--- src/include/raster_cfg.svh ---
`ifndef RASTER_CFG_SVH
`define RASTER_CFG_SVH

// Tile and render target geometry
`define TILE_SIZE        16
`define TILE_PIXELS      (`TILE_SIZE * `TILE_SIZE)
`define RENDER_WIDTH     64
`define RENDER_HEIGHT    32
`define TILE_COLS        (`RENDER_WIDTH / `TILE_SIZE)
`define TILE_ROWS        (`RENDER_HEIGHT / `TILE_SIZE)

// Memory bus
`define PIX_BITS         24
`define AXI_DATA_BITS    192
`define PIXELS_PER_BEAT  (`AXI_DATA_BITS / `PIX_BITS)
`define TILE_BEATS       (`TILE_PIXELS / `PIXELS_PER_BEAT)
`define LINE_STRIDE      (`RENDER_WIDTH * `PIX_BITS / 8)

// ----------------------------------------------------------
// Command register map
// ----------------------------------------------------------
`define REG_RT_BASE_LO   16'h0000
`define REG_RT_BASE_HI   16'h0001
`define REG_DS_BASE_LO   16'h0002
`define REG_DS_BASE_HI   16'h0003
`define REG_CONTROL      16'h0005
`define REG_STATUS       16'h0006
`define REG_IRQ_STATUS   16'h0008
`define REG_CLEAR_COLOR  16'h0009
`define REG_CLEAR_DEPTH  16'h000A
`define REG_VERSION      16'h000D

`define VERSION_VALUE    24'h495249

`endif
--- src/verilog/raster_pkg.sv ---
package raster_pkg;

    typedef logic [15:0]  cmd_addr_t;
    typedef logic [23:0]  cmd_data_t;
    typedef logic [47:0]  axi_addr_t;   // Byte address
    typedef logic [191:0] axi_data_t;
    typedef logic [23:0]  pixel_t;      // RGBA6 or U0.24 depth
    typedef logic [5:0]   tile_idx_t;
    typedef logic [7:0]   pix_idx_t;
    typedef logic [5:0]   beat_idx_t;

    typedef enum logic [2:0] {
        WALK_IDLE,
        WALK_CLEAR,
        WALK_QUEUE,
        WALK_WAIT_ACCEPT,
        WALK_ADVANCE,
        WALK_DRAIN,
        WALK_DONE
    } walk_state_t;

    typedef enum logic [2:0] {
        DMA_IDLE,
        DMA_AW_COLOR,
        DMA_W_COLOR,
        DMA_B_COLOR,
        DMA_AW_DEPTH,
        DMA_W_DEPTH,
        DMA_B_DEPTH
    } dma_state_t;

endpackage

--- src/verilog/tile_flush_if.sv ---
`timescale 1ns/10ps

interface tile_flush_if
    import raster_pkg::*;
();

    // Flush request
    logic      req_valid;
    logic      req_ready;
    axi_addr_t color_addr;
    logic      bank;

    // Tile store read port
    logic      rd_bank;
    pix_idx_t  rd_pix;
    pixel_t    rd_color;
    pixel_t    rd_depth;

    modport walker (
        output req_valid, color_addr, bank, rd_color, rd_depth,
        input  req_ready, rd_bank, rd_pix
    );

    modport dma (
        input  req_valid, color_addr, bank, rd_color, rd_depth,
        output req_ready, rd_bank, rd_pix
    );

endinterface

--- src/verilog/flush_dma.sv ---
`timescale 1ns/10ps
`include "raster_cfg.svh"

module flush_dma
    import raster_pkg::*;
(
    input  logic       clk,
    input  logic       rst_n,
    input  axi_addr_t  rt_base,
    input  axi_addr_t  ds_base,
    tile_flush_if.dma  flush,

    output logic       awvalid,
    input  logic       awready,
    output axi_addr_t  awaddr,
    output logic [7:0] awlen,

    output logic       wvalid,
    input  logic       wready,
    output axi_data_t  wdata,
    output logic       wlast,

    input  logic       bvalid,
    output logic       bready,
    input  logic [1:0] bresp    // Not checked
);

    dma_state_t state;
    beat_idx_t  beat_idx;
    logic [2:0] sub_idx;        // Pixel within the beat being gathered
    logic       do_depth;
    logic       bank;
    axi_addr_t  depth_addr;
    pixel_t     rd_pixel;
    logic       last_beat;
    logic       accept;

    assign flush.req_ready = (state == DMA_IDLE);
    assign flush.rd_bank   = bank;
    assign flush.rd_pix    = {beat_idx[4:0], sub_idx};
    assign accept          = (state == DMA_IDLE) && flush.req_valid;
    assign rd_pixel        = (state == DMA_W_DEPTH) ? flush.rd_depth : flush.rd_color;
    assign last_beat       = (beat_idx == beat_idx_t'(`TILE_BEATS - 1));
    assign awlen           = 8'(`TILE_BEATS - 1);

    // ----------------------------------------------------------
    // Burst payload
    // ----------------------------------------------------------
    always_ff @(posedge clk) begin
        if (accept) begin
            bank       <= flush.bank;
            awaddr     <= flush.color_addr;
            depth_addr <= ds_base + (flush.color_addr - rt_base);
        end else if (state == DMA_B_COLOR && bvalid) begin
            awaddr <= depth_addr;
        end

        // Shift in from the top so the lowest pixel ends in the low bits
        if ((state == DMA_W_COLOR || state == DMA_W_DEPTH) && !wvalid)
            wdata <= {rd_pixel, wdata[`AXI_DATA_BITS-1:`PIX_BITS]};
    end

    // ----------------------------------------------------------
    // Burst FSM
    // ----------------------------------------------------------
    always_ff @(posedge clk or negedge rst_n) begin
        if (!rst_n) begin
            state    <= DMA_IDLE;
            beat_idx <= '0;
            sub_idx  <= '0;
            do_depth <= 1'b0;
            awvalid  <= 1'b0;
            wvalid   <= 1'b0;
            wlast    <= 1'b0;
            bready   <= 1'b0;
        end else begin
            case (state)
                DMA_IDLE: begin
                    if (flush.req_valid) begin
                        do_depth <= |ds_base;
                        awvalid  <= 1'b1;
                        state    <= DMA_AW_COLOR;
                    end
                end
                DMA_AW_COLOR, DMA_AW_DEPTH: begin
                    if (awready) begin
                        awvalid  <= 1'b0;
                        beat_idx <= '0;
                        sub_idx  <= '0;
                        state    <= (state == DMA_AW_COLOR) ? DMA_W_COLOR : DMA_W_DEPTH;
                    end
                end
                DMA_W_COLOR, DMA_W_DEPTH: begin
                    if (!wvalid) begin
                        sub_idx <= sub_idx + 3'd1;
                        if (sub_idx == 3'd7) begin   // Beat complete
                            wvalid <= 1'b1;
                            wlast  <= last_beat;
                        end
                    end else if (wready) begin
                        wvalid   <= 1'b0;
                        wlast    <= 1'b0;
                        beat_idx <= beat_idx + 6'd1;
                        if (last_beat) begin
                            bready <= 1'b1;
                            state  <= (state == DMA_W_COLOR) ? DMA_B_COLOR : DMA_B_DEPTH;
                        end
                    end
                end
                DMA_B_COLOR: begin
                    if (bvalid) begin
                        bready <= 1'b0;
                        if (do_depth) begin
                            awvalid <= 1'b1;
                            state   <= DMA_AW_DEPTH;
                        end else begin
                            state <= DMA_IDLE;
                        end
                    end
                end
                DMA_B_DEPTH: begin
                    if (bvalid) begin
                        bready <= 1'b0;
                        state  <= DMA_IDLE;
                    end
                end
                default: state <= DMA_IDLE;
            endcase
        end
    end

endmodule

--- src/flat_wrapper.sv ---
// flat-port wrapper written by rule: the top's interface ports become plain ports
module flush_dma_flat import raster_pkg::*;
  (clk, rst_n, rt_base, ds_base, awvalid, awready, awaddr, awlen, wvalid, wready, wdata, wlast, bvalid, bready, bresp, flush_req_valid, flush_color_addr, flush_bank, flush_rd_color, flush_rd_depth, flush_req_ready, flush_rd_bank, flush_rd_pix);
  tile_flush_if flush_i ();
  input  logic clk;
  input  logic rst_n;
  input  axi_addr_t rt_base;
  input  axi_addr_t ds_base;
  output logic awvalid;
  input  logic awready;
  output axi_addr_t awaddr;
  output logic [7:0] awlen;
  output logic wvalid;
  input  logic wready;
  output axi_data_t wdata;
  output logic wlast;
  input  logic bvalid;
  output logic bready;
  input  logic [1:0] bresp;
  input wire logic [$bits(flush_i.req_valid)-1:0] flush_req_valid;
  input wire logic [$bits(flush_i.color_addr)-1:0] flush_color_addr;
  input wire logic [$bits(flush_i.bank)-1:0] flush_bank;
  input wire logic [$bits(flush_i.rd_color)-1:0] flush_rd_color;
  input wire logic [$bits(flush_i.rd_depth)-1:0] flush_rd_depth;
  output wire logic [$bits(flush_i.req_ready)-1:0] flush_req_ready;
  output wire logic [$bits(flush_i.rd_bank)-1:0] flush_rd_bank;
  output wire logic [$bits(flush_i.rd_pix)-1:0] flush_rd_pix;
  assign flush_i.req_valid = flush_req_valid;
  assign flush_i.color_addr = flush_color_addr;
  assign flush_i.bank = flush_bank;
  assign flush_i.rd_color = flush_rd_color;
  assign flush_i.rd_depth = flush_rd_depth;
  assign flush_req_ready = flush_i.req_ready;
  assign flush_rd_bank = flush_i.rd_bank;
  assign flush_rd_pix = flush_i.rd_pix;
  flush_dma u_core (.clk(clk), .rst_n(rst_n), .rt_base(rt_base), .ds_base(ds_base), .flush(flush_i), .awvalid(awvalid), .awready(awready), .awaddr(awaddr), .awlen(awlen), .wvalid(wvalid), .wready(wready), .wdata(wdata), .wlast(wlast), .bvalid(bvalid), .bready(bready), .bresp(bresp));
endmodule
--- config.mk ---
export PLATFORM = sky130hd
export DESIGN_NAME = flush_dma_flat
export DESIGN_NICKNAME = d
export VERILOG_FILES = /design/src/verilog/raster_pkg.sv /design/src/verilog/tile_flush_if.sv /design/src/verilog/flush_dma.sv /design/src/flat_wrapper.sv
export VERILOG_INCLUDE_DIRS = /design/src /design/src/include
export SDC_FILE = /design/constraint.sdc
export NUM_CORES = 1
export LEC_CHECK = 0
export ABC_CLOCK_PERIOD_IN_PS = 28900
export BUFFER_PORTS_ARGS = -buffer_cell sky130_fd_sc_hd__buf_2
export CORE_AREA = 2 2 178 180
export CTS_BUF_LIST = sky130_fd_sc_hd__clkbuf_16
export CTS_CLUSTER_DIAMETER = 120
export CTS_CLUSTER_SIZE = 30
export DETAILED_ROUTE_END_ITERATION = 7
export DIE_AREA = 0 0 180 182
export GPL_TIMING_DRIVEN = 0
export PLACE_DENSITY = 0.77
export SETUP_SLACK_MARGIN = 0.02
export SYNTH_ARGS = -nofsm -noshare
export SYNTH_HDL_FRONTEND = slang
export SYNTH_SLANG_ARGS = --single-unit
--- constraint.sdc ---
create_clock -name clk -period 28.9 [get_ports clk]
set_input_delay 5.78 -clock clk [delete_from_list [all_inputs] [get_ports clk]]
set_output_delay 5.78 -clock clk [all_outputs]
set_load 0.01 [all_outputs]
==> impl_metrics.csv <==
group,metric,value,unit
sta,fin_worst_hold_slack,0.447,ns
placement,dp_hpwl,31.6,mm
power,power_density,90.7,nW/µm²
cts,post_cts_resized,0,
sta,timing.setup.tns,0,ns
power,power.ir.vdd_worst,46.5,µV
cts,clock_sink_count,306,
worst_setup_path,timing.setup.critical_path_class,"input port to register",
synth,synth.top_cells.by_area,"edfxtp_1 57%, fa_1 6.2%, mux2_2 5.5%",
sta,fin_worst_skew,0.0333,ns
floorplanning,floorplan.die.width,180,µm
layout,combined_area_of_the_multi_input_logic_cells,5050,µm²
grt,grt_first_pass_wirelength,58.7,mm
cts,cts_tree,"done",
synth,synth_xor_area_share,2.78,%
sta,worst-slew-pin-transition,0.933,ns
grt,antenna_found_initial,3,
worst_setup_path,worst_ep_arrival_time,9.58,ns
worst_setup_path,endpoint_kind,"register",
synth,synth_area_per_cell,13.1,µm²
floorplanning,die_area,32800,µm²
cts,clk_path_buf_depth,3,
worst_setup_path,cp_slowest_cell,"a211oi_1",
worst_hold_path,min_path_type,"register to register",
sta,report.final.setup_viol,0,
layout,most_common_cell_after_layout_fill_and_taps_aside,"buf_2",
layout,post_route_cells_drive_above_1_share,35.8,%
synth,synth_sequential_area_ratio,60.3,%
sta,fmaxAchievable,107,MHz
synth,synth_compound_gate_area_share,8.35,%
synth,synth_top_family_by_area,"adder cells",
layout,design.final.nets,1932,
routing,drt-vias-per-instance,5.18,
floorplanning,num_io_pins,463,
layout,filler_cell_count,2500,
layout,area_growth,22.7,%
synth,yosys.area_share.simple,5.93,%
synth,synth.mux.area_fraction,5.65,%
placement,buffer_ports.inserted,452,
cts,post_cts.repair.setup_buffers,0,
sta,hold_violations,0,
cts,cts.hold.buffers_added,0,
sta,post-route-worst-setup-slack,19.57,ns
routing,postRouteAntennaNets,0,
routing,initialDrtViolationCount,842,
synth,postSynth.asyncResetShare,5.56,%
synth,netlist-cell-type-count,59,
floorplanning,placement_rows,65,
cts,clock_edge_transition_at_the_registers_on_the_reported_setup_and_hold_paths,0.11,ns
routing,detail_route.drc_violations,0,
layout,postLayoutCoreUtil,59.8,%
sta,layout_worst_path_cycle_share,32.3,%
synth,synth-seq-cells,306,
worst_setup_path,critical_path.max_stage_delay,0.63,ns
synth,yosys.area.top_type_share,57.5,%
sta,rsz0062_at_grt,"false",
sta,min_period,9.33,ns
cts,cts_root_buffer,"clkbuf_16",
synth,synth.largest_area_cell,"edfxtp_1",
sta,slew_headroom,37.8,%
floorplanning,fp.coreArea,31000,µm²
layout,highest_count_cells_in_the_layout_ignoring_fill_and_taps,"458 x buf_2, 289 x edfxtp_1, 203 x inv_1, 74 x mux2_2, 64 x a21oi_1",
outcome,run_status,"complete, no violations",
placement,routabilityCongestion,0.938,
flow_run,cap_violations,0,
routing,drt_first_pass_iters,5,
power,leakagePower,8.14,nW
synth,yosys_most_used_dff,"edfxtp_1",
synth,synth-adder-area-share,10.5,%
cts,cts_made_buffers,14,
grt,pin_count_of_the_biggest_net_entering_global_routing,59,
floorplanning,die_h,182,µm
layout,seqCellArea,9100,µm²
worst_setup_path,start_kind,"input port",
worst_setup_path,cp.required,29.15,ns
worst_setup_path,cp_cell_sequence,"buf_2 > inv_1 > fa_1 > inv_1 > fa_1 > a211oi_1 > o211ai_1 > a21boi_0 > a311o_1 > a31oi_1 > a211oi_1 > o21ai_0 > xor2_1",
cts,htreeDepth,1,
grt,overflow,0,
placement,post-place-ws,19.14,ns
routing,via_count,10600,
sta,timing_max_transition_violations_final,0,
synth,mappedNetlistArea,15100,µm²
routing,wl,39.5,mm
synth,synthCells,1151,
synth,synth_warnings,0,
cts,clock_insertion_delay_worst_skew,0.52,ns
routing,wl_per_cell,19.3,µm
grt,total_global_route_track_usage,23.3,%
floorplanning,start_util,48.7,%
grt,first_global_vias,10100,
worst_setup_path,ff2ff_setup_slack,25.61,ns
synth,synth_enable_flop_cells,289,
worst_setup_path,crit_fanout,4,
==> final cells by class <==
class,instances,share of cell area (%)
plain buffers,47,1.29
clock inverters,8,0.392
flip-flops and latches,306,49.1
inverters,198,4.01
diodes,3,0.0405
multi-input cells,606,27.3
well taps,402,2.71
clock buffers,15,2.03
repair buffers,460,13.1
==> routing by layer <==
metal	vias to the layer above	GRT usage, %	part of all wire (%)
li1	5004	-	-
met1	5106	31.5	42
met2	429	39.2	49
met3	56	3.37	6.8
met4	0	6.80	2.8
met5	-	0	0
==> path summary, 6_finish.rpt <==
path | start | depth (start not counted) | end
max reg2reg | u_core.state[0] | 8 | u_core.awaddr[41]
max in group asynchronous | rst_n | 1 | u_core.state[2]
min in group asynchronous | rst_n | 1 | u_core.beat_idx[2]
max | flush_color_addr[1] | 13 | u_core.depth_addr[44]
min reg2reg | u_core.wdata[150] | 0 | u_core.wdata[126]
min | u_core.wdata[150] | 0 | u_core.wdata[126]
==> registers in the layout, summed over array words and instances (netlist names) <==
| name | count |
|---|---|
| u_core.state | 3 |
| u_core.awaddr | 48 |
| u_core.flush.rd_bank | 1 |
| u_core.wlast | 1 |
| u_core.sub_idx | 3 |
| u_core.beat_idx | 6 |
| u_core.awvalid | 1 |
| u_core.depth_addr | 48 |
| u_core.do_depth | 1 |
| u_core.wvalid | 1 |
| u_core.wdata | 192 |
| u_core.bready | 1 |
==> through the flow <==
step	area, µm²	power, mW	std cells
finish	18500	1.68	2045
global route	18500	1.77	2045
CTS	18500	1.69	2042
detailed placement	18100	1.45	2019
global placement	17900	1.46	2011
floorplan	15100	1.19	1157
==> power by group <==
part / switching [mW] / leakage [nW] / internal [mW]
clock: 0.135 / 0.233 / 0.106
combinational: 0.393 / 5.01 / 0.238
sequential: 0.0770 / 2.90 / 0.731
total: 0.605 / 8.14 / 1.07
==> cells in the mapped netlist (2+ instances only) <==
cell type and count:
a21oi_1 64, a22o_1 3, clkbuf_2 2, nor2b_1 9, dfrtp_1 17, conb_1 2, nand4_1 15, nor2_1 43
clkbuf_1 26, a211oi_1 11, mux2_2 74, a311oi_1 2, a221oi_1 3, o211ai_1 6, edfxtp_1 289, o2111ai_1 2
nor4_1 14, o21ai_0 34, ha_1 51, o21a_1 7, a21boi_0 3, fa_1 47, and2_1 3, and4_1 4
xnor2_1 28, or2_2 3, nor3b_1 2, a31oi_1 8, nor4bb_1 2, xor2_1 20, buf_4 13, o31ai_1 3
mux2i_1 2, and3_1 3, a211o_2 2, nand2_1 53, nor3_1 14, o21bai_1 10, nand3_1 12, or3_1 3
a21o_1 22, buf_2 6, inv_1 198
==> critical path: cells and delay by family <==
kind	cells	cell delay (ns)
compound gates	7	2.36
xor+xnor	1	0.18
fa+ha+maj	2	1.05
buf+inv	3	0.22
==> cell families after synthesis <==
logic type                 after synthesis
and+or+nand+nor                        183
DFF                                    306
muxes                                   76
adders and majority gates               98
buffers and inverters                  245
AOI/OAI and AO/OA                      193
other                                    2
xor gates and xnor gates                48
No activity file was read; power rests on OpenSTA's default activity.
