$ cat src/include/raster_cfg.svh
`ifndef RASTER_CFG_SVH
`define RASTER_CFG_SVH

// Tile and render target geometry
`define TILE_SIZE        16
`define TILE_PIXELS      (`TILE_SIZE * `TILE_SIZE)
`define RENDER_WIDTH     64
`define RENDER_HEIGHT    32
`define TILE_COLS        (`RENDER_WIDTH / `TILE_SIZE)
`define TILE_ROWS        (`RENDER_HEIGHT / `TILE_SIZE)

// Memory bus
`define PIX_BITS         24
`define AXI_DATA_BITS    192
`define PIXELS_PER_BEAT  (`AXI_DATA_BITS / `PIX_BITS)
`define TILE_BEATS       (`TILE_PIXELS / `PIXELS_PER_BEAT)
`define LINE_STRIDE      (`RENDER_WIDTH * `PIX_BITS / 8)

// ----------------------------------------------------------
// Command register map
// ----------------------------------------------------------
`define REG_RT_BASE_LO   16'h0000
`define REG_RT_BASE_HI   16'h0001
`define REG_DS_BASE_LO   16'h0002
`define REG_DS_BASE_HI   16'h0003
`define REG_CONTROL      16'h0005
`define REG_STATUS       16'h0006
`define REG_IRQ_STATUS   16'h0008
`define REG_CLEAR_COLOR  16'h0009
`define REG_CLEAR_DEPTH  16'h000A
`define REG_VERSION      16'h000D

`define VERSION_VALUE    24'h495249

`endif
$ cat src/verilog/raster_pkg.sv
package raster_pkg;

    typedef logic [15:0]  cmd_addr_t;
    typedef logic [23:0]  cmd_data_t;
    typedef logic [47:0]  axi_addr_t;   // Byte address
    typedef logic [191:0] axi_data_t;
    typedef logic [23:0]  pixel_t;      // RGBA6 or U0.24 depth
    typedef logic [5:0]   tile_idx_t;
    typedef logic [7:0]   pix_idx_t;
    typedef logic [5:0]   beat_idx_t;

    typedef enum logic [2:0] {
        WALK_IDLE,
        WALK_CLEAR,
        WALK_QUEUE,
        WALK_WAIT_ACCEPT,
        WALK_ADVANCE,
        WALK_DRAIN,
        WALK_DONE
    } walk_state_t;

    typedef enum logic [2:0] {
        DMA_IDLE,
        DMA_AW_COLOR,
        DMA_W_COLOR,
        DMA_B_COLOR,
        DMA_AW_DEPTH,
        DMA_W_DEPTH,
        DMA_B_DEPTH
    } dma_state_t;

endpackage

$ cat src/verilog/host_regs.sv
`timescale 1ns/10ps
`include "raster_cfg.svh"

module host_regs
    import raster_pkg::*;
(
    input  logic      clk,
    input  logic      rst_n,

    input  logic      cmd_valid,
    input  logic      cmd_write,
    input  cmd_addr_t cmd_addr,
    input  cmd_data_t cmd_wdata,
    output logic      cmd_ready,
    output cmd_data_t cmd_rdata,

    input  logic      kick_taken,
    input  logic      busy,
    input  logic      frame_done,
    output logic      kick,
    output axi_addr_t rt_base,
    output axi_addr_t ds_base,
    output pixel_t    clear_color,
    output pixel_t    clear_depth
);

    cmd_data_t control_reg;
    logic      kick_pending;
    logic      status_kick;
    logic      status_busy;
    logic      irq_frame_done;   // Sticky, W1C
    logic      wr_en;
    logic      rd_en;

    assign cmd_ready = 1'b1;
    assign wr_en     = cmd_valid & cmd_write;
    assign rd_en     = cmd_valid & ~cmd_write;
    assign kick      = kick_pending;

    // ----------------------------------------------------------
    // Register writes, kick latch, interrupt status
    // ----------------------------------------------------------
    always_ff @(posedge clk or negedge rst_n) begin
        if (!rst_n) begin
            rt_base        <= '0;
            ds_base        <= '0;
            clear_color    <= '0;
            clear_depth    <= '1;
            control_reg    <= '0;
            kick_pending   <= 1'b0;
            status_kick    <= 1'b0;
            status_busy    <= 1'b0;
            irq_frame_done <= 1'b0;
        end else begin
            if (kick_taken)
                kick_pending <= 1'b0;

            if (wr_en) begin
                case (cmd_addr)
                    `REG_RT_BASE_LO:  rt_base[23:0]  <= cmd_wdata;
                    `REG_RT_BASE_HI:  rt_base[47:24] <= cmd_wdata;
                    `REG_DS_BASE_LO:  ds_base[23:0]  <= cmd_wdata;
                    `REG_DS_BASE_HI:  ds_base[47:24] <= cmd_wdata;
                    `REG_CLEAR_COLOR: clear_color    <= cmd_wdata;
                    `REG_CLEAR_DEPTH: clear_depth    <= cmd_wdata;
                    `REG_IRQ_STATUS:  irq_frame_done <= irq_frame_done & ~cmd_wdata[0];
                    `REG_CONTROL: begin
                        control_reg <= cmd_wdata;
                        if (cmd_wdata[0])
                            kick_pending <= 1'b1;   // Held until the walker takes it
                    end
                    default: ;
                endcase
            end

            // New frame completion wins over a clear in the same cycle
            if (frame_done)
                irq_frame_done <= 1'b1;

            status_kick <= kick_pending;
            status_busy <= busy;
        end
    end

    // Registered read mux
    always_ff @(posedge clk or negedge rst_n) begin
        if (!rst_n) begin
            cmd_rdata <= '0;
        end else if (rd_en) begin
            case (cmd_addr)
                `REG_RT_BASE_LO:  cmd_rdata <= rt_base[23:0];
                `REG_RT_BASE_HI:  cmd_rdata <= rt_base[47:24];
                `REG_DS_BASE_LO:  cmd_rdata <= ds_base[23:0];
                `REG_DS_BASE_HI:  cmd_rdata <= ds_base[47:24];
                `REG_CONTROL:     cmd_rdata <= control_reg;
                `REG_STATUS:      cmd_rdata <= {22'd0, status_busy, status_kick};
                `REG_IRQ_STATUS:  cmd_rdata <= {23'd0, irq_frame_done};
                `REG_CLEAR_COLOR: cmd_rdata <= clear_color;
                `REG_CLEAR_DEPTH: cmd_rdata <= clear_depth;
                `REG_VERSION:     cmd_rdata <= `VERSION_VALUE;
                default:          cmd_rdata <= '0;
            endcase
        end
    end

endmodule

$ cat config.mk
export PLATFORM = sky130hd
export DESIGN_NAME = host_regs
export DESIGN_NICKNAME = d
export VERILOG_FILES = /design/src/verilog/raster_pkg.sv /design/src/verilog/host_regs.sv
export VERILOG_INCLUDE_DIRS = /design/src /design/src/include
export SDC_FILE = /design/constraint.sdc
export NUM_CORES = 1
export LEC_CHECK = 0
export BUFFER_PORTS_ARGS = -buffer_cell sky130_fd_sc_hd__buf_2
export CELL_PAD_IN_SITES_DETAIL_PLACEMENT = 1
export CELL_PAD_IN_SITES_GLOBAL_PLACEMENT = 1
export CORE_UTILIZATION = 40
export DETAILED_ROUTE_END_ITERATION = 12
export GPL_ROUTABILITY_DRIVEN = 0
export PLACE_DENSITY_LB_ADDON = 0.1
export SETUP_SLACK_MARGIN = 0.1
export SYNTH_ARGS = -nofsm -noshare
export SYNTH_HDL_FRONTEND = slang
export SYNTH_SLANG_ARGS = --single-unit
$ cat constraint.sdc
create_clock -name clk -period 1.65 [get_ports clk]
set_input_delay 0.165 -clock clk [delete_from_list [all_inputs] [get_ports clk]]
set_output_delay 0.165 -clock clk [all_outputs]
set_load 0.05 [all_outputs]
==> impl_summary.log, run 1 <==
INFO  metric row_count = 53
INFO  metric areaGrowthSynthToFinish = 48.6%
INFO  metric first_global_vias = around 7.6k
INFO  metric worst_hold_path_type = primary input to register
INFO  metric placement_stage_cell_area = about 11000 sq um
INFO  metric die_h = between 100 and 150 um
INFO  metric numPlacedInstances = around 1.2k
INFO  metric powerDensity = slightly above 700 nW/um^2
INFO  metric wire_length_of_the_first_global_routing_pass = roughly 47000 um
INFO  metric pwr-share-clk = 43.3%
INFO  metric netlist.top_cell.by_area = sky130_fd_sc_hd__dfrtp_1
INFO  metric die_area = about 22000 sq um
INFO  metric slowest_stage = sky130_fd_sc_hd__or4_4
INFO  metric number_of_design_rule_violations_left_after_detail_routing = 0
INFO  metric cellLeakagePower = 6.36 nW
INFO  metric critPathLaunchType = primary input
INFO  metric vias_per_cell = between 5 and 6
INFO  metric report.final.slew_viol_count = 0
INFO  metric synth_seq_cells = ~200
INFO  metric clk_pin_slew_worst_paths = 0.08 ns
INFO  metric dominantRegCellSynth = sky130_fd_sc_hd__dfrtp_1
INFO  metric timing.critical_path.cells = buf_6 > or4_4 > buf_12 > buf_6 > nor4b_4 > nor2b_4 > buf_12 > clkbuf_16 > mux2_4
INFO  metric drt_pass1_iterations = 5
INFO  metric relSlewSlack = 48.0%
INFO  metric maxCapViolCount = 0
INFO  metric ys_seq_area_share = 56.7%
INFO  metric timing.final.ws_setup = -0.304 ns
INFO  metric die_x = 150 um
INFO  metric yosys_warnings = 0
INFO  metric cts_num_sinks = between 150 and 200
INFO  metric final.min_clock_period = roughly 2 ns
INFO  metric drt_first_iter_violations = roughly 500
INFO  metric drt.antenna.violating_nets = 0
INFO  metric switching_power = 2.24 mW
INFO  metric finalCritPeriodShare = 118%
INFO  metric floorplan.initialDensity = approximately 41%
INFO  metric number_of_antenna_violations_at_the_first_check_in_global_routing = 1
INFO  metric clock-root-buffer = sky130_fd_sc_hd__clkbuf_16
INFO  metric post-route-cell-area = ~13000 sq um
INFO  metric post-layout-total-power = 9.35 mW
INFO  metric io_pins = roughly 220
INFO  metric clock_insertion_delay_worst_skew = ~0.44 ns
INFO  metric fmax = just over 500 MHz
INFO  metric tightestPinTransition = 0.779 ns
INFO  metric finalSetupViolCount = 193
INFO  metric setup.worst_path.end_class = register
INFO  metric max_incr_delay_on_cp = a little under 0.6 ns
INFO  metric run_status = finished with violations
INFO  metric cts-buffers-inserted = 17
INFO  metric cts_max_level = 4
INFO  metric routed-via-count = ~7.4k
INFO  metric port_buffers = roughly 220
INFO  metric final-hold-violation-count = 0
INFO  metric worst-setup-path-type = primary input to register
INFO  metric detailedPlacementHpwl = 20700 um
INFO  metric vdd_drop_max = between 600 and 700 uV
INFO  metric route.detailed.wl_per_inst = between 20 and 30 um
INFO  metric netlist_area = just under 9000 sq um
INFO  metric power.sequential.fraction = ~50%
INFO  metric post_synth.cell_area_avg = around 13 sq um
INFO  metric share_of_synthesized_registers_carrying_an_async_set_or_reset = 100%
INFO  metric grtUsageTotal = ~29%
INFO  metric synth_top_area_share = 49.4%
INFO  metric synth.net_count = 700
INFO  metric final_nets = 1016
INFO  metric cts_tree = done
INFO  metric layout-drive-gt1-share = about three fifths
INFO  metric hold_path_startpoint = cmd_wdata[22]
INFO  metric hold_slack = approximately 0.055 ns
INFO  metric cp_data_required_time = 2.01 ns
INFO  metric layout_top_registers = ds_base: 48 flops, rt_base: 48 flops
INFO  metric grt_max_degree = 42
INFO  metric critical_path.reg2reg.startpoint = rt_base[27]
INFO  metric dp_slack = -0.736 ns
INFO  metric netlist_instances = around 650
INFO  metric failed_checks = negative setup slack
INFO  metric power.share.switching = between 20% and 30%
INFO  metric combinational_share_of_power = 5.3%
INFO  metric grt_remaining_overflow = 0
INFO  metric synth.area.top_cells = sky130_fd_sc_hd__dfrtp_1 49%, sky130_fd_sc_hd__mux2_2 20%, sky130_fd_sc_hd__dfstp_2 7.2%
INFO  metric fp.coreArea = roughly 21000 sq um
INFO  metric internal_power = approximately 7 mW
INFO  metric totalWireLength = between 30000 and 40000 um
INFO  metric antenna_cells = 0
INFO  metric non_filler_instances = about 1.3k
INFO  metric largest_driver_fanout_on_the_critical_path = 7
INFO  metric startpoint = cmd_addr[5]
INFO  metric setup_repair_after_global_routing_missed_its_margin = true
INFO  metric clk_path_buf_depth = 2
INFO  metric synthDistinctLibCells = 49
INFO  metric worstPathArrival = between 2 and 2.5 ns
INFO  metric synth_enable_flop_cells = 0
INFO  metric final_skew = around 0.011 ns
## layout make-up
cell class | count | area [sq um]
Timing Repair Buffer | 343 | 2800
Multi-Input combinational cell | 409 | 4290
Sequential cell | 196 | 4930
Tap cell | 275 | 344
Clock inverter | 11 | 105
Fill cell | 2089 | 8220
Inverter | 2 | 7.51
Clock buffer | 21 | 450
## path summary, 6_finish.rpt
kind	slack [ns]	end	cells past startpoint
setup / recovery	-0.30	clear_depth[3]	9
hold / removal	0.06	rt_base[22]	2
setup reg to reg	0.22	cmd_rdata[3]	5
hold reg to reg	0.44	status_kick	0
max in group asynchronous	0.73	clear_depth[3]	3
min in group asynchronous	0.20	ds_base[22]	2
## Yosys cell counts (2+ instances only)
master / number
sky130_fd_sc_hd__a21o_1: 2
sky130_fd_sc_hd__a21oi_1: 5
sky130_fd_sc_hd__a221oi_1: 2
sky130_fd_sc_hd__a222oi_1: 16
sky130_fd_sc_hd__a22o_1: 12
sky130_fd_sc_hd__a22oi_1: 31
sky130_fd_sc_hd__a311oi_1: 2
sky130_fd_sc_hd__a31oi_1: 7
sky130_fd_sc_hd__and4_1: 14
sky130_fd_sc_hd__buf_1: 2
sky130_fd_sc_hd__buf_2: 16
sky130_fd_sc_hd__buf_4: 10
sky130_fd_sc_hd__buf_6: 2
sky130_fd_sc_hd__clkbuf_1: 16
sky130_fd_sc_hd__dfrtp_1: 172
sky130_fd_sc_hd__dfstp_2: 24
sky130_fd_sc_hd__inv_1: 2
sky130_fd_sc_hd__mux2_1: 20
sky130_fd_sc_hd__mux2_2: 153
sky130_fd_sc_hd__nand2_1: 66
sky130_fd_sc_hd__nand2b_1: 2
sky130_fd_sc_hd__nand3_1: 2
sky130_fd_sc_hd__nand3b_1: 4
sky130_fd_sc_hd__nand4b_1: 8
sky130_fd_sc_hd__nor2_1: 3
sky130_fd_sc_hd__nor2b_1: 5
sky130_fd_sc_hd__nor3_1: 7
sky130_fd_sc_hd__nor3b_1: 3
sky130_fd_sc_hd__nor4_1: 5
sky130_fd_sc_hd__nor4_2: 2
sky130_fd_sc_hd__o21ai_0: 13
sky130_fd_sc_hd__or4_1: 5
sky130_fd_sc_hd__or4b_2: 2
sky130_fd_sc_hd__or4bb_1: 3
## placed cells by master (no fill, tap or decap), drive strengths merged, types with 7 or more instances in the layout
cell | netlist | layout
buf | 30 | 329
mux2 | 173 | 173
dfrtp | 172 | 172
nand2 | 66 | 66
clkbuf | 16 | 31
a22oi | 31 | 31
dfstp | 24 | 24
a222oi | 16 | 16
and4 | 14 | 14
o21ai | 13 | 13
a22o | 12 | 12
nand4b | 8 | 8
nor4 | 8 | 8
nor3 | 8 | 8
a31oi | 7 | 7
clkinv | 0 | 7
## power groups by stage
stage	logic (mW)	registers, mW	clock network, mW
final	0.492	4.81	4.05
after global routing	0.527	4.81	4.28
after CTS	0.450	4.81	4.07
after detailed placement	0.423	4.90	0
after global placement	0.408	4.90	0
after floorplan	0.0956	4.90	0
## timing repair
action / CTS / global route
hold buffers: 4 / 0
gates resized for setup: 46 / 153
pin swaps: 5 / 54
setup endpoints to repair: 193 / 193
buffers inserted: 13 / 23
cloned: 3 / 10
hold endpoints to repair: 35 / 0
## metal layers
metal	track usage [%]	vias to the layer above	share of wire (%)
li1	-	3077	-
met1	38.2	3918	40
met2	46.9	342	48
met3	5.88	79	7.6
met4	9.74	0	3.8
met5	0	-	0
## metrics by stage
step                      setup TNS [ns]  utilization [%]
after floorplan                   -89.54                -
after global placement           -109.19             51.7
after detailed placement         -117.67             51.7
after CTS                         -26.15             56.3
after global routing              -46.14             61.1
final                             -41.32             61.1
## cell families (layout without fill, tap and decap cells)
group,count (synthesis),count (layout),share of synthesized area [%]
muxes,174,174,22.5
buffers and inverters,48,377,2.90
and+or+nand+nor,139,139,9.57
other,1,1,0.0431
AOI/OAI and AO/OA,95,95,8.29
DFF,196,196,56.7
## critical path: cells and delay by family
family | cells | cell delay (ns)
AND/OR/NAND/NOR | 3 | 1.12
buffers and inverters | 5 | 0.72
multiplexers | 1 | 0.30
No activity file was read; power rests on OpenSTA's default activity.
==> inputs of run 2 (changes only) <==
- CORE_UTILIZATION: 40 -> 39
- clock period: 1.65 -> 1.7 ns (I/O delays scaled with it)
==> run 2 against run 1 <==
The flow still finishes with violations (negative setup slack). Worst hold slack gained 0.0018 ns. Setup slack improved by 0.095 ns. Sequential cell count unchanged. Via count shrank 3.1%. Non-clock buffer count fell by 23. Sequential power down 3%. Clock-buffer cell count decreased by 1. Register-to-register slack better by 0.02 ns. Critical path type unchanged.
==> impl_summary.log, run 2 (synthesis results as in run 1) <==
INFO  metric relSlewSlack = 42.6% (-5.4 points)
INFO  metric tightestPinTransition = 0.861 ns (+0.0813 ns)
INFO  metric timing.critical_path.cells = buf_2 > or4_4 > or3_1 > nor3_4 > buf_4 > clkbuf_16 > mux2_1
INFO  metric max_incr_delay_on_cp = 0.59 ns (about the same)
INFO  metric numPlacedInstances = 1173 (+0.085%)
INFO  metric io_pins = 217 (unchanged)
INFO  metric timing.hold.worst_endpoint = ds_base[16]
INFO  metric die_area = 22900 sq um (+2.5%)
INFO  metric final_util = 58.2% (-2.9 points)
INFO  metric maxCapViolCount = 0 (unchanged)
INFO  metric slowest_stage = sky130_fd_sc_hd__or4_4
INFO  metric pwr-share-clk = 46.4% (+3.1 points)
INFO  metric failed_checks = negative setup slack
INFO  metric post-route-cell-area = 12700 sq um (-1.8%)
INFO  metric finalCritPeriodShare = 112%
INFO  metric power.sequential.fraction = 48.7% (-2.7 points)
INFO  metric routed-via-count = 7187 (-3.1%)
INFO  metric power.share.switching = 22.7% (-1.2 points)
INFO  metric critPathLaunchType = primary input
INFO  metric setup.worst_path.end_class = register
INFO  metric non_filler_instances = 1238 (-1.5%)
INFO  metric hold_slack = 0.0571 ns (+0.00185 ns)
INFO  metric final_skew = 0.00810 ns (-0.00248 ns)
INFO  metric final.min_clock_period = ~1.9 ns
INFO  metric post-layout-total-power = 9.58 mW (+2.5%)
INFO  metric floorplan.initialDensity = 39.9% (-1.3 points)
INFO  metric number_of_antenna_violations_at_the_first_check_in_global_routing = 0 (-1)
INFO  metric final_nets = 993 (-2.3%)
INFO  metric setup_repair_after_global_routing_missed_its_margin = true
INFO  metric grt_remaining_overflow = 0 (unchanged)
INFO  metric final-hold-violation-count = 0 (unchanged)
INFO  metric cp_data_required_time = 2.02 ns (about the same)
INFO  metric grt_max_degree = 46 (+9.5%)
INFO  metric worstRegToRegCells = 6 (+1)
INFO  metric worstPathArrival = 2.23 ns (-0.09 ns)
INFO  metric hold_path_startpoint = cmd_wdata[16]
INFO  metric first_global_vias = 7609 (+0.56%)
INFO  metric clk_pin_slew_worst_paths = 0.07 ns (about the same)
INFO  metric areaGrowthSynthToFinish = 46.0%
INFO  metric antenna_cells = 0 (unchanged)
INFO  metric critical_path.reg2reg.startpoint = rt_base[27]
INFO  metric drt_pass1_iterations = 5 (unchanged)
INFO  metric cts_max_level = 4 (unchanged)
INFO  metric clock_insertion_delay_worst_skew = 0.44 ns (about the same)
INFO  metric cts_num_sinks = 196 (unchanged)
INFO  metric whs_path_depth = 2 (unchanged)
INFO  metric most_frequent_standard_cell_in_the_layout_excluding_fill_and_tap_cells = sky130_fd_sc_hd__buf_2
INFO  metric placement_stage_cell_area = 10800 sq um (-1.0%)
INFO  metric switching_power = 2.18 mW (-2.6%)
INFO  metric detailedPlacementHpwl = 20900 um (+0.81%)
INFO  metric cts-buffers-inserted = 17 (unchanged)
INFO  metric run_status = finished with violations
INFO  metric cts_tree = done
INFO  metric critical_path.reg2reg.endpoint = cmd_rdata[3]
INFO  metric totalWireLength = 33900 um (-5.2%)
INFO  metric die_x = 151 um (+1.3%)
INFO  metric worst_hold_path_type = primary input to register
INFO  metric clock-root-buffer = sky130_fd_sc_hd__clkbuf_16
INFO  metric die_h = 151 um (+1.3%)
INFO  metric dp_slack = -0.639 ns (+0.0977 ns)
INFO  metric layout_top_registers = ds_base: 48 flops, rt_base: 48 flops
INFO  metric row_count = 54 (+1.9%)
INFO  metric drt.antenna.violating_nets = 0 (unchanged)
INFO  metric vias_per_cell = 5.81 (-1.6%)
INFO  metric fp.coreArea = 21800 sq um (+3.2%)
INFO  metric route.detailed.wl_per_inst = 27.3 um (-3.8%)
INFO  metric vdd_drop_max = 630 uV (about the same)
INFO  metric finalSetupViolCount = 177 (-8.3%)
INFO  metric wire_length_of_the_first_global_routing_pass = 48500 um (+3.1%)
INFO  metric cellLeakagePower = 6.25 nW (-1.7%)
INFO  metric drt_first_iter_violations = 457 (-7.9%)
INFO  metric layout-drive-gt1-share = 60.4% (-1.5 points)
INFO  metric worst-setup-path-type = primary input to register
INFO  metric internal_power = 7.41 mW (+4.1%)
INFO  metric fmax = around 520 MHz
INFO  metric layout_common_cells = 209 x sky130_fd_sc_hd__buf_2, 172 x sky130_fd_sc_hd__dfrtp_1, 126 x sky130_fd_sc_hd__mux2_4
INFO  metric setup_tns = -20.32 ns (+21.00 ns)
INFO  metric regToRegSetupSlack = 0.24 ns (+0.02 ns)
INFO  metric port_buffers = 215 (unchanged)
INFO  metric powerDensity = 754 nW/um^2 (+4.3%)
INFO  metric number_of_design_rule_violations_left_after_detail_routing = 0 (unchanged)
INFO  metric grtUsageTotal = 29.6% (+0.75 points)
INFO  metric timing.final.ws_setup = -0.209 ns (+0.0948 ns)
INFO  metric largest_driver_fanout_on_the_critical_path = 8 (+1)
INFO  metric clk_path_buf_depth = 2 (unchanged)
INFO  metric combinational_share_of_power = 4.9% (-0.4 points)
INFO  metric report.final.slew_viol_count = 0 (unchanged)
## run 2: cell count changes in the layout (fill, tap and decap cells not counted), moves of 5 or more
| cell | change |
|---|---|
| sky130_fd_sc_hd__a22oi_1 | +5 |
| sky130_fd_sc_hd__mux2_4 | +20 |
| sky130_fd_sc_hd__clkbuf_16 | -6 |
| sky130_fd_sc_hd__buf_4 | -10 |
| sky130_fd_sc_hd__buf_12 | -11 |
| sky130_fd_sc_hd__nand2_2 | -5 |
| sky130_fd_sc_hd__nand2_1 | +6 |
| sky130_fd_sc_hd__a22oi_2 | -5 |
| sky130_fd_sc_hd__mux2_2 | -20 |
## run 2: power by group through the flow
| stage | Combinational, mW | Clock (mW) | Sequential [mW] |
|---|---|---|---|
| 2_1_floorplan | 0.0925 | 0 | 4.76 |
| 3_3_place_gp | 0.398 | 0 | 4.75 |
| 3_5_place_dp | 0.410 | 0 | 4.75 |
| 4_1_cts | 0.444 | 4.50 | 4.67 |
| 5_1_grt | 0.502 | 4.67 | 4.66 |
| 6_report | 0.468 | 4.45 | 4.67 |
## run 2: area by class of cell
cell class,instances,area (sq um)
Clock buffer,20,467
Sequential cell,196,4930
Clock inverter,11,169
Inverter,2,7.51
Fill cell,2188,9120
Multi-Input combinational cell,409,4320
Tap cell,280,350
Timing Repair Buffer,320,2460
## run 2: how the worst max path moves through the flow
stage	from	end
after global routing	cmd_addr[5]	rt_base[13]
after global placement	cmd_addr[13]	cmd_rdata[6]
after CTS	cmd_addr[13]	clear_color[3]
after detailed placement	cmd_addr[13]	clear_color[6]
final	cmd_addr[4]	rt_base[7]
after floorplan	cmd_addr[5]	rt_base[0]
## run 2: per-layer routing
layer  track usage (%)  part of all wire [%]  up-vias
met2              46.4                    48      316
met4              10.7                   2.3        0
met1              39.8                    42     3789
met3              6.87                   7.6       56
li1                  -                     -     3026
met5                 0                     0        -
## run 2: repair_timing
action / in CTS / in global routing
hold endpoints to repair: 36 / 0
endpoints found under the setup margin: 191 / 193
buffers inserted: 18 / 4
hold buffers: 4 / 0
gates resized for setup: 114 / 94
gates cloned: 7 / 2
pin swaps: 10 / 15
## run 2: worst max-delay path, delay by kind of cell
family                 cells  cell delay, ns
AND/OR/NAND/NOR            3            1.26
buffers and inverters      3            0.46
multiplexers               1            0.33
==> inputs of run 3 (changes only) <==
- CAP_MARGIN: not set -> 10
- CORE_MARGIN: not set -> 2
==> run 3 against run 2 <==
The run still ends with negative setup slack left. Via count grew 0.28%. First-iteration DRC count shrank 0.88%. Clock skew grew 0.0012 ns. Total power shrank 6.6%. Non-clock buffer count grew 15. Global-route usage shrank 2.0 points. Maximum frequency shrank 1.8%. Wire length grew 1.9%. Register-to-register slack lost 0.11 ns. Combinational power shrank 2%. Highest routed layer unchanged.
==> impl_summary.log, run 3 (synthesis results as in run 1) <==
INFO  metric most_frequent_standard_cell_in_the_layout_excluding_fill_and_tap_cells = sky130_fd_sc_hd__buf_2
INFO  metric grt_busiest_layer = met2
INFO  metric worst_hold_path_type = primary input to register
INFO  metric worst-setup-path-type = primary input to register
INFO  metric areaGrowthSynthToFinish = 47.1%
INFO  metric grt_max_degree = 48 (+4.3%)
INFO  metric cp_data_required_time = 2.03 ns (about the same)
INFO  metric final_nets = 1008 (+1.5%)
INFO  metric cts_tree = done
INFO  metric die_x = 153 um (+1.3%)
INFO  metric grt_remaining_overflow = 0 (unchanged)
INFO  metric cts_num_sinks = 196 (unchanged)
INFO  metric worstPathArrival = 2.27 ns (+0.04 ns)
INFO  metric layout_top_registers = ds_base: 48 flops, rt_base: 48 flops
INFO  metric cellLeakagePower = 6.27 nW (+0.24%)
INFO  metric number_of_antenna_violations_at_the_first_check_in_global_routing = 0 (unchanged)
INFO  metric detailedPlacementHpwl = 20900 um (about the same)
INFO  metric timing.final.ws_setup = -0.244 ns (-0.0346 ns)
INFO  metric clock_insertion_delay_worst_skew = 0.44 ns (about the same)
INFO  metric vdd_drop_max = 644 uV (+2.1%)
INFO  metric route.detailed.wl_per_inst = 27.5 um (+0.60%)
INFO  metric wire_length_of_the_first_global_routing_pass = 49000 um (+1.1%)
INFO  metric floorplan.initialDensity = 39.8% (-0.12 points)
INFO  metric port_buffers = 215 (unchanged)
INFO  metric hold_slack = 0.0662 ns (+0.00914 ns)
INFO  metric clk_pin_slew_worst_paths = 0.07 ns (about the same)
INFO  metric largest_driver_fanout_on_the_critical_path = 18 (+10)
INFO  metric setup.worst_path.end_class = register
INFO  metric fmax = 514 MHz (-1.8%)
INFO  metric final_util = 58.5% (+0.28 points)
INFO  metric totalWireLength = 34500 um (+1.9%)
INFO  metric powerDensity = 699 nW/um^2 (-7.3%)
INFO  metric maxCapViolCount = 0 (unchanged)
INFO  metric n_fill_cell = 2193 (+0.23%)
INFO  metric tightestPinTransition = 0.539 ns (-0.322 ns)
INFO  metric drt_pass1_iterations = 7 (+2)
INFO  metric layout_common_cells = 209 x sky130_fd_sc_hd__buf_2, 172 x sky130_fd_sc_hd__dfrtp_1, 134 x sky130_fd_sc_hd__mux2_4
INFO  metric grtUsageTotal = 27.6% (-2.0 points)
INFO  metric grt_util_met3 = 6.69% (-0.18 points)
INFO  metric vias_per_cell = 5.75 (-1.0%)
INFO  metric drt_first_iter_violations = 453 (-0.88%)
INFO  metric first_global_vias = 7951 (+4.5%)
INFO  metric grt_util_met2 = 45.9% (-0.48 points)
INFO  metric final_skew = 0.00929 ns (+0.00119 ns)
INFO  metric failed_checks = negative setup slack
INFO  metric row_count = 54 (unchanged)
INFO  metric setup_repair_after_global_routing_missed_its_margin = true
INFO  metric cts_max_level = 4 (unchanged)
INFO  metric number_of_design_rule_violations_left_after_detail_routing = 0 (unchanged)
INFO  metric routed-via-count = 7207 (+0.28%)
INFO  metric finalSetupViolCount = 193 (+9.0%)
INFO  metric fp.coreArea = 21900 sq um (+0.31%)
INFO  metric final.min_clock_period = 1.94 ns (+0.0346 ns)
INFO  metric clock-root-buffer = sky130_fd_sc_hd__clkbuf_16
INFO  metric critPathLaunchType = primary input
INFO  metric run_status = finished with violations
INFO  metric die_h = 153 um (+1.3%)
INFO  metric post-layout-total-power = 8.95 mW (-6.6%)
INFO  metric clk_path_buf_depth = 2 (unchanged)
INFO  metric io_pins = 217 (unchanged)
INFO  metric final-hold-violation-count = 0 (unchanged)
INFO  metric report.final.slew_viol_count = 0 (unchanged)
INFO  metric die_area = 23500 sq um (+2.7%)
INFO  metric layout-drive-gt1-share = 62.2% (+1.7 points)
INFO  metric finalCritPeriodShare = 114% (+2.0 points)
INFO  metric drt.antenna.violating_nets = 0 (unchanged)
INFO  metric globalRouteMet1Util = 36.0% (-3.7 points)
INFO  metric relSlewSlack = 63.7% (+21 points)
INFO  metric cts-buffers-inserted = 17 (unchanged)
[run 3: cell types whose count changed in the layout (fill, tap and decap cells not counted), sizes merged]
cell | before | now
clkbuf | 25 | 33
buf | 311 | 323
diode | 0 | 1
clkinv | 3 | 2
clkinvlp | 1 | 3
bufinv | 4 | 0
inv | 5 | 3
[run 3: worst max-delay path, cell delays in order]
cell	delay, ns
sky130_fd_sc_hd__buf_6	0.09
sky130_fd_sc_hd__or4_4	0.62
sky130_fd_sc_hd__nor4_1	0.55
sky130_fd_sc_hd__buf_4	0.22
sky130_fd_sc_hd__o31ai_4	0.12
sky130_fd_sc_hd__buf_12	0.20
sky130_fd_sc_hd__a22oi_1	0.28
[run 3: repair_timing]
item / 4_1_cts / 5_1_grt
gates cloned: 6 / 7
hold buffers: 4 / 0
setup buffers: 17 / 8
hold endpoints to repair: 38 / 0
setup endpoints to repair: 193 / 193
resized for setup: 130 / 93
pin swaps: 16 / 23
[run 3: worst paths after layout]
path                               start         endpoint  slack, ns  depth (start not counted)
min                        cmd_wdata[10]  control_reg[10]       0.07                          2
max in group asynchronous          rst_n  clear_depth[21]       0.74                          3
max                          cmd_addr[6]     cmd_rdata[3]      -0.24                          7
min reg2reg                         kick      status_kick       0.41                          0
min in group asynchronous          rst_n    cmd_rdata[22]       0.24                          2
max reg2reg                  rt_base[27]     cmd_rdata[3]       0.13                          5
[run 3: where the power goes]
part           internal, mW  switching (mW)  total [mW]
clock network          2.03            1.79        3.82
logic                 0.161           0.297       0.458
registers              4.67         0.00127        4.67
total                  6.86            2.09        8.95
[run 3: routing by layer]
metal	vias to the layer above	wire length (um)
met5	-	0
met1	3791	14500
met3	59	2160
met2	292	16900
met4	0	951
li1	3065	-
[run 3: stage by stage]
stage,instances,cell area [sq um],TNS [ns],setup slack [ns]
floorplan,653,8880,-80.85,-0.529
global placement,1180,10900,-99.25,-0.580
detailed placement,1180,10900,-105.99,-0.658
CTS,1238,12200,-14.34,-0.125
global route,1253,12800,-31.50,-0.244
finish,1254,12800,-27.80,-0.244
[run 3: area by class of cell]
cell class	instances	area (sq um)	area share, %
multi-input cells	409	4310	33.7
inverters	2	7.51	0.0586
clock inverters	6	45.0	0.352
diodes	1	2.50	0.0195
well taps	280	350	2.74
clock buffers	25	495	3.87
repair buffers	335	2660	20.8
flip-flops and latches	196	4930	38.5
